===== src/common/bkVideo_params.svh =====
`ifndef BKVIDEO_PARAMS_SVH
`define BKVIDEO_PARAMS_SVH

// ==========================================================================
// Raster timing for the 25 MHz pixel clock
// ==========================================================================

// Clocks per line and lines per frame
`define H_TOTAL       700
`define V_TOTAL       626

// Visible window in clocks and display lines
`define H_VISIBLE     512
`define V_VISIBLE     512

// Horizontal sync low for x in this range, both ends inclusive
`define HSYNC_FIRST   566
`define HSYNC_LAST    589

// Vertical sync low for this whole line
`define VSYNC_LINE    554

// Screen words per 64-byte memory row
`define WORDS_PER_ROW 32

// Counter position to output pixel, in clocks
`define PIPE_DELAY    3

`endif


===== src/common/bkVideoPkg.sv =====
package bkVideoPkg;

   // ==========================================================================
   // Raster position and sync
   // ==========================================================================

   // Beam position from the timing generator
   typedef struct packed {
      logic [9:0] x;
      logic [9:0] y;
      logic       visible;   // x below 512 and y below 512
   } beamPos;

   // Both syncs active low
   typedef struct packed {
      logic hSync;
      logic vSync;
   } syncBits;

   // ==========================================================================
   // Video RAM and pixel data
   // ==========================================================================

   // Word address into the 16 KB frame buffer
   typedef struct packed {
      logic [7:0] row;   // rolled memory row
      logic [4:0] col;   // word within the row
   } vramAddr;

   // One screen word seen either as mono bits or as colour fields
   typedef union packed {
      logic [15:0]      mono;    // bit 0 is the leftmost pixel
      logic [7:0][1:0]  color;   // field 0 is the leftmost pixel
   } screenWord;

   typedef struct packed {
      logic r;
      logic g;
      logic b;
   } rgbPixel;

   // Output bundle of the subsystem
   typedef struct packed {
      rgbPixel pixel;
      syncBits sync;
      logic    active;
   } videoOut;

endpackage


===== src/design/bkVideo.sv =====
module bkVideo
   import bkVideoPkg::*;
(
   input  logic        clk,
   input  logic        rstN,
   input  logic [7:0]  rollOffset,
   input  logic        colorMode,
   output logic        ramRd,
   output vramAddr     ramAddr,
   input  logic [15:0] ramData,
   output videoOut     video
);

   // Raster position and raw sync
   beamPos    pos;
   syncBits   sync;

   // Fetch to shifter
   logic      load;
   screenWord fetched;
   logic      color;

   // ==========================================================================
   // Timing, fetch and shifter
   // ==========================================================================

   syncGen syncGen_i (
      .clk  (clk),
      .rstN (rstN),
      .pos  (pos),
      .sync (sync)
   );

   videoFetch videoFetch_i (
      .clk        (clk),
      .rstN       (rstN),
      .pos        (pos),
      .rollOffset (rollOffset),
      .colorMode  (colorMode),
      .ramRd      (ramRd),
      .ramAddr    (ramAddr),
      .ramData    (ramData),
      .load       (load),
      .fetched    (fetched),
      .color      (color)
   );

   pixelShifter pixelShifter_i (
      .clk     (clk),
      .rstN    (rstN),
      .pos     (pos),
      .sync    (sync),
      .load    (load),
      .fetched (fetched),
      .color   (color),
      .video   (video)
   );

endmodule


===== src/design/syncGen.sv =====
`include "bkVideo_params.svh"

module syncGen
   import bkVideoPkg::*;
(
   input  logic    clk,
   input  logic    rstN,
   output beamPos  pos,
   output syncBits sync
);

   // ==========================================================================
   // Beam counters
   // ==========================================================================

   logic [9:0] xCnt;
   logic [9:0] yCnt;

   // Wrap flags, set one clock ahead of the wrap
   logic       lineEnd;
   logic       frameEnd;

   // Compares registered so the counters see a single flop
   always_ff @(posedge clk or negedge rstN) begin
      if (!rstN) begin
         lineEnd  <= 1'b0;
         frameEnd <= 1'b0;
      end else begin
         lineEnd  <= (xCnt == 10'(`H_TOTAL - 2));
         // Last clock of the last line
         frameEnd <= (xCnt == 10'(`H_TOTAL - 2)) && (yCnt == 10'(`V_TOTAL - 1));
      end
   end

   always_ff @(posedge clk or negedge rstN) begin
      if (!rstN) begin
         xCnt <= '0;
         yCnt <= '0;
      end else begin
         if (lineEnd)
            xCnt <= '0;
         else
            xCnt <= xCnt + 10'd1;

         // Line step on the x wrap
         if (frameEnd)
            yCnt <= '0;
         else if (lineEnd)
            yCnt <= yCnt + 10'd1;
      end
   end

   // ==========================================================================
   // Sync and visible window
   // ==========================================================================

   // Sync levels one clock behind the counters
   always_ff @(posedge clk or negedge rstN) begin
      if (!rstN) begin
         sync.hSync <= 1'b1;
         sync.vSync <= 1'b1;
      end else begin
         sync.hSync <= !((xCnt >= 10'(`HSYNC_FIRST)) && (xCnt <= 10'(`HSYNC_LAST)));
         sync.vSync <= (yCnt != 10'(`VSYNC_LINE));
      end
   end

   // Position and window aligned with the counters
   assign pos.x       = xCnt;
   assign pos.y       = yCnt;
   assign pos.visible = (xCnt < 10'(`H_VISIBLE)) && (yCnt < 10'(`V_VISIBLE));

   // Counters stay inside the raster
   counterRange: assert property (@(posedge clk) disable iff (!rstN)
      (xCnt < 10'(`H_TOTAL)) && (yCnt < 10'(`V_TOTAL)))
      else $error("beam counter out of range x=%0d y=%0d", xCnt, yCnt);

   // Frame wraps to the origin from the last clock of line 625
   frameWrap: assert property (@(posedge clk) disable iff (!rstN)
      (xCnt == 10'(`H_TOTAL - 1)) && (yCnt == 10'(`V_TOTAL - 1))
      |=> (xCnt == '0) && (yCnt == '0))
      else $error("frame did not wrap to origin");

endmodule


===== src/design/videoFetch.sv =====
`include "bkVideo_params.svh"

module videoFetch
   import bkVideoPkg::*;
(
   input  logic        clk,
   input  logic        rstN,
   input  beamPos      pos,
   input  logic [7:0]  rollOffset,
   input  logic        colorMode,
   output logic        ramRd,
   output vramAddr     ramAddr,
   input  logic [15:0] ramData,
   output logic        load,
   output screenWord   fetched,
   output logic        color
);

   logic [7:0] frameRoll;
   logic       frameStart;
   logic       wrapAhead;
   logic [9:0] aheadX;
   logic [9:0] aheadY;
   logic       strobeNext;
   logic [7:0] rowNext;

   // ==========================================================================
   // Per-frame roll and mode
   // ==========================================================================

   assign frameStart = (pos.x == '0) && (pos.y == '0);

   always_ff @(posedge clk or negedge rstN) begin
      if (!rstN) begin
         frameRoll <= '0;
         color     <= 1'b0;
      end else if (frameStart) begin
         frameRoll <= rollOffset;
         color     <= colorMode;
      end
   end

   // ==========================================================================
   // Look-ahead strobe decode
   // ==========================================================================

   // Strobe flop adds one clock, so decode three clocks ahead of the first pixel
   assign wrapAhead = (pos.x >= 10'(`H_TOTAL - 3));
   assign aheadX    = wrapAhead ? pos.x - 10'(`H_TOTAL - 3) : pos.x + 10'd3;

   // Target line moves to the next one past the line end
   always_comb begin
      if (!wrapAhead)
         aheadY = pos.y;
      else if (pos.y == 10'(`V_TOTAL - 1))
         aheadY = '0;
      else
         aheadY = pos.y + 10'd1;
   end

   // Word boundary inside the visible window only
   assign strobeNext = (aheadX[3:0] == 4'd0) && (aheadX[9:4] < 6'(`WORDS_PER_ROW)) &&
                       (aheadY < 10'(`V_VISIBLE));

   // Two display lines per memory row and the roll wraps mod 256
   // column 0 of line 0 is decoded before the frame sample and keeps the old roll
   assign rowNext = aheadY[8:1] + frameRoll;

   // ==========================================================================
   // RAM port and load pulse
   // ==========================================================================

   always_ff @(posedge clk or negedge rstN) begin
      if (!rstN) begin
         ramRd <= 1'b0;
         load  <= 1'b0;
      end else begin
         ramRd <= strobeNext;
         load  <= ramRd;   // RAM answers one clock later
      end
   end

   always_ff @(posedge clk) begin
      if (strobeNext) begin
         ramAddr.row <= rowNext;
         ramAddr.col <= aheadX[8:4];
      end
   end

   // Word goes straight to the shifter on the load clock
   assign fetched = ramData;

   // Word lands on the clock before its first pixel or on the last clock of the line
   loadAfterRead: assert property (@(posedge clk) disable iff (!rstN)
      ramRd |=> load && ((pos.x == 10'(`H_TOTAL - 1)) || (pos.x[3:0] == 4'hf)))
      else $error("load not aligned to read at x=%0d", pos.x);

   // No read for a target line outside the window
   readLineVisible: assert property (@(posedge clk) disable iff (!rstN)
      ramRd |-> ((pos.x == 10'(`H_TOTAL - 2)) ?
                 ((pos.y == 10'(`V_TOTAL - 1)) || (pos.y < 10'(`V_VISIBLE - 1))) :
                 (pos.y < 10'(`V_VISIBLE))))
      else $error("read for invisible line at y=%0d", pos.y);

endmodule


===== src/shifter/pixelShifter.sv =====
`include "bkVideo_params.svh"

module pixelShifter
   import bkVideoPkg::*;
(
   input  logic      clk,
   input  logic      rstN,
   input  beamPos    pos,
   input  syncBits   sync,
   input  logic      load,
   input  screenWord fetched,
   input  logic      color,
   output videoOut   video
);

   screenWord                shiftReg;
   logic                     wordVisible;
   logic                     monoBit;
   logic [1:0]               colorBits;
   rgbPixel                  decoded;
   rgbPixel                  pixelMid;
   rgbPixel                  pixelOut;
   logic [`PIPE_DELAY-1:0]   activePipe;
   syncBits [`PIPE_DELAY-2:0] syncPipe;

   // ==========================================================================
   // Word load and shift
   // ==========================================================================

   // A word loaded now is shown from the next clock
   always_comb begin
      if (pos.x == 10'(`H_TOTAL - 1))
         wordVisible = (pos.y == 10'(`V_TOTAL - 1)) || (pos.y < 10'(`V_VISIBLE - 1));
      else
         wordVisible = pos.visible && (pos.x < 10'(`H_VISIBLE - 1));
   end

   // Bit 0 always holds the pixel of the current x
   always_ff @(posedge clk or negedge rstN) begin
      if (!rstN)
         shiftReg <= '0;
      else if (load)
         shiftReg <= wordVisible ? fetched : '0;
      else
         shiftReg.mono <= {1'b0, shiftReg.mono[15:1]};   // zeros drain in past the word
   end

   // ==========================================================================
   // Pixel pipeline
   // ==========================================================================

   // Stage 1 mono bit and colour field
   always_ff @(posedge clk or negedge rstN) begin
      if (!rstN) begin
         monoBit   <= 1'b0;
         colorBits <= 2'b00;
      end else begin
         monoBit <= shiftReg.mono[0];
         // Field held for two clocks
         if (!pos.x[0])
            colorBits <= shiftReg.color[0];
      end
   end

   // Colour map
   always_comb begin
      if (color) begin
         case (colorBits)
            2'b01:   decoded = '{r: 1'b0, g: 1'b0, b: 1'b1};
            2'b10:   decoded = '{r: 1'b0, g: 1'b1, b: 1'b0};
            2'b11:   decoded = '{r: 1'b1, g: 1'b0, b: 1'b0};
            default: decoded = '{r: 1'b0, g: 1'b0, b: 1'b0};
         endcase
      end else begin
         // White or black
         decoded = '{r: monoBit, g: monoBit, b: monoBit};
      end
   end

   // Stages 2 and 3
   always_ff @(posedge clk or negedge rstN) begin
      if (!rstN) begin
         pixelMid <= '0;
         pixelOut <= '0;
      end else begin
         pixelMid <= decoded;
         pixelOut <= pixelMid;
      end
   end

   // ==========================================================================
   // Sync and active alignment
   // ==========================================================================

   // Sync arrives one clock late already
   always_ff @(posedge clk or negedge rstN) begin
      if (!rstN) begin
         activePipe <= '0;
         syncPipe   <= '1;
      end else begin
         activePipe <= {activePipe[`PIPE_DELAY-2:0], pos.visible};
         syncPipe[0] <= sync;
         for (int i = 1; i < `PIPE_DELAY - 1; i++) begin
            syncPipe[i] <= syncPipe[i-1];
         end
      end
   end

   assign video = '{pixel:  pixelOut,
                    sync:   syncPipe[`PIPE_DELAY-2],
                    active: activePipe[`PIPE_DELAY-1]};

   // Drained shifter keeps the border black
   blackWhenInactive: assert property (@(posedge clk) disable iff (!rstN)
      !video.active |-> (video.pixel == '0))
      else $error("pixel not black outside window");

   // Odd load clock keeps colour capture on even x
   loadOnOddX: assert property (@(posedge clk) disable iff (!rstN)
      load |-> pos.x[0])
      else $error("load on even x=%0d", pos.x);

endmodule

===== config.mk =====
export PLATFORM = sky130hd
export DESIGN_NAME = bkVideo
export DESIGN_NICKNAME = d
export VERILOG_FILES = /design/src/common/bkVideoPkg.sv /design/src/design/bkVideo.sv /design/src/design/syncGen.sv /design/src/design/videoFetch.sv /design/src/shifter/pixelShifter.sv
export VERILOG_INCLUDE_DIRS = /design/src /design/src/common
export SDC_FILE = /design/constraint.sdc
export NUM_CORES = 1
export LEC_CHECK = 0
export BUFFER_PORTS_ARGS = -buffer_cell sky130_fd_sc_hd__buf_2
export CAP_MARGIN = 25
export CORE_UTILIZATION = 50
export DETAILED_ROUTE_END_ITERATION = 12
export PLACE_DENSITY = 0.7
export SETUP_SLACK_MARGIN = 0.5
export SLEW_MARGIN = 0
export SYNTH_ARGS = -nofsm -noshare
export SYNTH_HDL_FRONTEND = slang
export SYNTH_SLANG_ARGS = --single-unit

===== constraint.sdc =====
create_clock -name clk -period 3.95 [get_ports clk]
set_input_delay 0.395 -clock clk [delete_from_list [all_inputs] [get_ports clk]]
set_output_delay 0.395 -clock clk [all_outputs]
set_load 0.01 [all_outputs]

==> run_results.csv <==
group,metric,value,unit
placed_design,post-dp-hpwl,5590,µm
finish,multi_input_area,0.00170,mm²
grt,track_usage,21.1,%
floorplanning,die_area,0.00823,mm²
route,viasPerCell,5.47,
synth,synth_top_cells_by_area,"dfrtp_1 39%, edfxtp_1 9.9%, ha_1 5.4%",
grt,top_usage_layer,"met2",
critical_path,cp_max_fo,11,
route,vias,2761,
route,drtPass1Iterations,4,
finish,register_area,0.00207,mm²
clock_tree,clock_latency,0.36,ns
synth,netlist_top_cells_count,"61 x dfrtp_1, 40 x nor2_1, 28 x nand2_1, 20 x o21ai_0",
critical_path,arrival,3.38,ns
critical_path,crit_type,"reg2reg",
clock_tree,clockBufferDepth,2,
synth,synth_nets,408,
run_status,outcome,"completed",
finish,diodes,0,
grt,use_met2,30.9,%
synth,synth_top_cell_area_share,38.8,%
synth,syn_avg_cell_area,10.8,µm²
sta,finClkSkew,0.0102,ns
critical_path,path_buf_inv,1,
floorplanning,die_w,90.7,µm
synth,seq_area_frac_synth,52.7,%
grt,grt.overflow.total,0,
placed_design,place_congestion,0.968,
critical_path,required,4.07,ns
route,drtIter0Drc,105,
clock_tree,cts_root_buf,"clkbuf_8",
synth,synth.distinct_cells,49,
sta,finalSetupViolCount,0,
finish,utilization,59.1,%
finish,drive_above_1_share,23.4,%
grt,antenna_found_initial,0,
finish,fill_cells,659,
sta,grt_setup_unrepaired,"false",
critical_path,end_kind,"flip-flop",
sta,slew_headroom,44.9,%
synth,yosys_warnings,0,
clock_tree,h-tree-depth,3,
synth,synth_area_leader_cell,"dfrtp_1",
sta,fin_tns_setup,0,ns
floorplanning,start_util,52.8,%
placed_design,port_buffers,46,
critical_path,cp_slowest_stage_delay,0.59,ns
pwr,powerDensity,340,mW/mm²
sta,finalCriticalPeriod,3.26,ns
clock_tree,cts_buffers,9,
floorplanning,num_rows,31,
finish,syn_to_final_growth,11.8,%
grt,grt_pass1_wl,13400,µm
pwr,ir_drop,0.145,mV
clock_tree,clk_pin_slew,0.09,ns
synth,synthesis.instances,363,
synth,synthArstFlopShare,83.8,%
floorplanning,core,0.00745,mm²
flow_run,drv_cap,0,
sta,hold_violations,0,
grt,grt.met3_usage,4.55,%
clock_tree,cts_tree,"yes",
synth,synth.most_common_cell,"dfrtp_1",
critical_path,path_delay_family,"compound AO/OA/AOI/OAI gates",
synth,synth_edf_count,13,
pwr,p_leak,1.94,nW
synth,syn_area,0.00393,mm²
clock_tree,holdBufCountCts,0,
grt,grt_max_degree,38,
route,drc,0,
critical_path,crit_slowest_cell,"or4b_1",
sta,max_slew.worst_pin.slew,0.827,ns
floorplanning,die_h,90.7,µm
sta,fin_crit_sh,82.6,%
synth,ys.flop_type,"dfrtp_1",
clock_tree,cts.sinks,80,
critical_path,crit_top_cell,"a21oi_1",
critical_path,path_cells,"or4b_1, a21oi_1, a21oi_1, nor2_1, a21oi_1, a31o_2, fa_1, inv_1, a21o_1, a21oi_1, o21bai_1, a21oi_1, xnor2_1",
floorplanning,ios,47,
grt,met1_usage,30.4,%
sta,max_freq,306,MHz
route,routed_wirelength,7910,µm
hold_path,hold_class,"in2async",
grt,grt_pass1_vias,2688,
route,wl_per_cell,15.7,µm
finish,fin_nets,446,
synth,ys_seq_elements,80,
critical_path,startpoint_type,"flip-flop",
route,ant_nets,0,
sta,drv_slew,0,
routing by layer:
layer | wire length [µm] | share of wire [%]
met5 | 0 | 0
met4 | 113 | 1.4
met3 | 406 | 5.1
met2 | 3680 | 47
met1 | 3700 | 47
layout by cell type, fill, tap and decap left out, drive strengths merged, types with 9 or more instances in the layout:
| cell | synthesis | routed |
|---|---|---|
| dfrtp | 61 | 61 |
| buf | 13 | 52 |
| nor2 | 40 | 40 |
| nand2 | 28 | 28 |
| o21ai | 20 | 20 |
| xnor2 | 17 | 17 |
| ha | 17 | 17 |
| a21oi | 16 | 16 |
| inv | 11 | 16 |
| a22o | 15 | 15 |
| xor2 | 13 | 13 |
| edfxtp | 13 | 13 |
| nand3 | 12 | 12 |
| mux2 | 11 | 11 |
| nand4 | 9 | 9 |
| clkbuf | 12 | 9 |
final timing paths:
| path | slack, ns | cells past startpoint | to | start |
|---|---|---|---|---|
| worst max register to register | 0.69 | 13 | videoFetch_i.ramAddr[11]$_DFFE_PP_ | syncGen_i.xCnt[6]$_DFF_PN0_ |
| worst min register to register | 0.36 | 0 | pixelShifter_i.video[5]$_DFF_PN0_ | pixelShifter_i.pixelMid[2]$_DFF_PN0_ |
| worst min-delay path | 0.13 | 1 | videoFetch_i.frameRoll[2]$_DFFE_PN0P_ | rstN |
| max in group asynchronous | 2.89 | 2 | pixelShifter_i.video[2]$_DFF_PN1_ | rstN |
| worst max-delay path | 0.69 | 13 | videoFetch_i.ramAddr[11]$_DFFE_PP_ | syncGen_i.xCnt[6]$_DFF_PN0_ |
| min in group clk | 0.24 | 2 | pixelShifter_i.shiftReg[15]$_DFF_PN0_ | ramData[15] |
state kept, by name (all words and copies together) (netlist names):
| signal | flops |
|---|---|
| syncGen_i.xCnt | 10 |
| pixelShifter_i.video | 5 |
| pixelShifter_i.shiftReg | 16 |
| pixelShifter_i.syncPipe | 2 |
| pixelShifter_i.activePipe | 3 |
| syncGen_i.sync | 2 |
| videoFetch_i.ramRd | 1 |
| videoFetch_i.load | 1 |
| videoFetch_i.color | 1 |
| syncGen_i.lineEnd | 1 |
| pixelShifter_i.monoBit | 1 |
| pixelShifter_i.colorBits | 2 |
| pixelShifter_i.pixelMid | 3 |
| syncGen_i.frameEnd | 1 |
| syncGen_i.yCnt | 10 |
| videoFetch_i.ramAddr | 13 |
| videoFetch_i.frameRoll | 8 |
logic make-up (layout without fill, tap and decap cells):
| family | Yosys count | in the layout | share of synthesized area [%] |
|---|---|---|---|
| AOI/OAI and AO/OA | 65 | 65 | 10.8 |
| xor gates and xnor gates | 30 | 30 | 6.68 |
| adders and majority gates | 18 | 18 | 5.92 |
| buffers and inverters | 36 | 79 | 4.23 |
| DFF | 80 | 80 | 52.7 |
| muxes | 12 | 12 | 4.26 |
| and+or+nand+nor | 122 | 122 | 15.4 |
through the flow:
| step | hold WS [ns] | setup slack (ns) | power (W) | std cells | area, µm² |
|---|---|---|---|---|---|
| finish | 0.127 | 0.686 | 0.00149 | 505 | 4400 |
| global route | 0.198 | 0.482 | 0.00156 | 505 | 4400 |
| CTS | 0.154 | 0.520 | 0.00151 | 504 | 4390 |
| detailed placement | 0.341 | 0.551 | 0.000940 | 488 | 4210 |
| global placement | 0.332 | 0.615 | 0.000937 | 488 | 4210 |
| floorplan | 0.0994 | 0.770 | 0.000904 | 363 | 3930 |
final cells by class:
cell class	instances	area share, %
flip-flops and latches	80	47.2
multi-input cells	247	38.6
repair buffers	52	6.26
clock buffers	9	2.82
well taps	99	2.82
clock inverters	7	1.37
inverters	11	0.939
power by group:
| group | internal [W] | switching, W |
|---|---|---|
| clock | 0.000241 | 0.000332 |
| sequential | 0.000854 | 0.00000916 |
| combinational | 0.0000301 | 0.0000283 |
| total | 0.00113 | 0.000369 |
what timing repair did:
item                       CTS  global route
setup endpoints to repair    0             3
setup buffers                0             1
hold endpoints to repair     0             0
gates resized for setup      0             1
(Power assumes the default switching activity.)
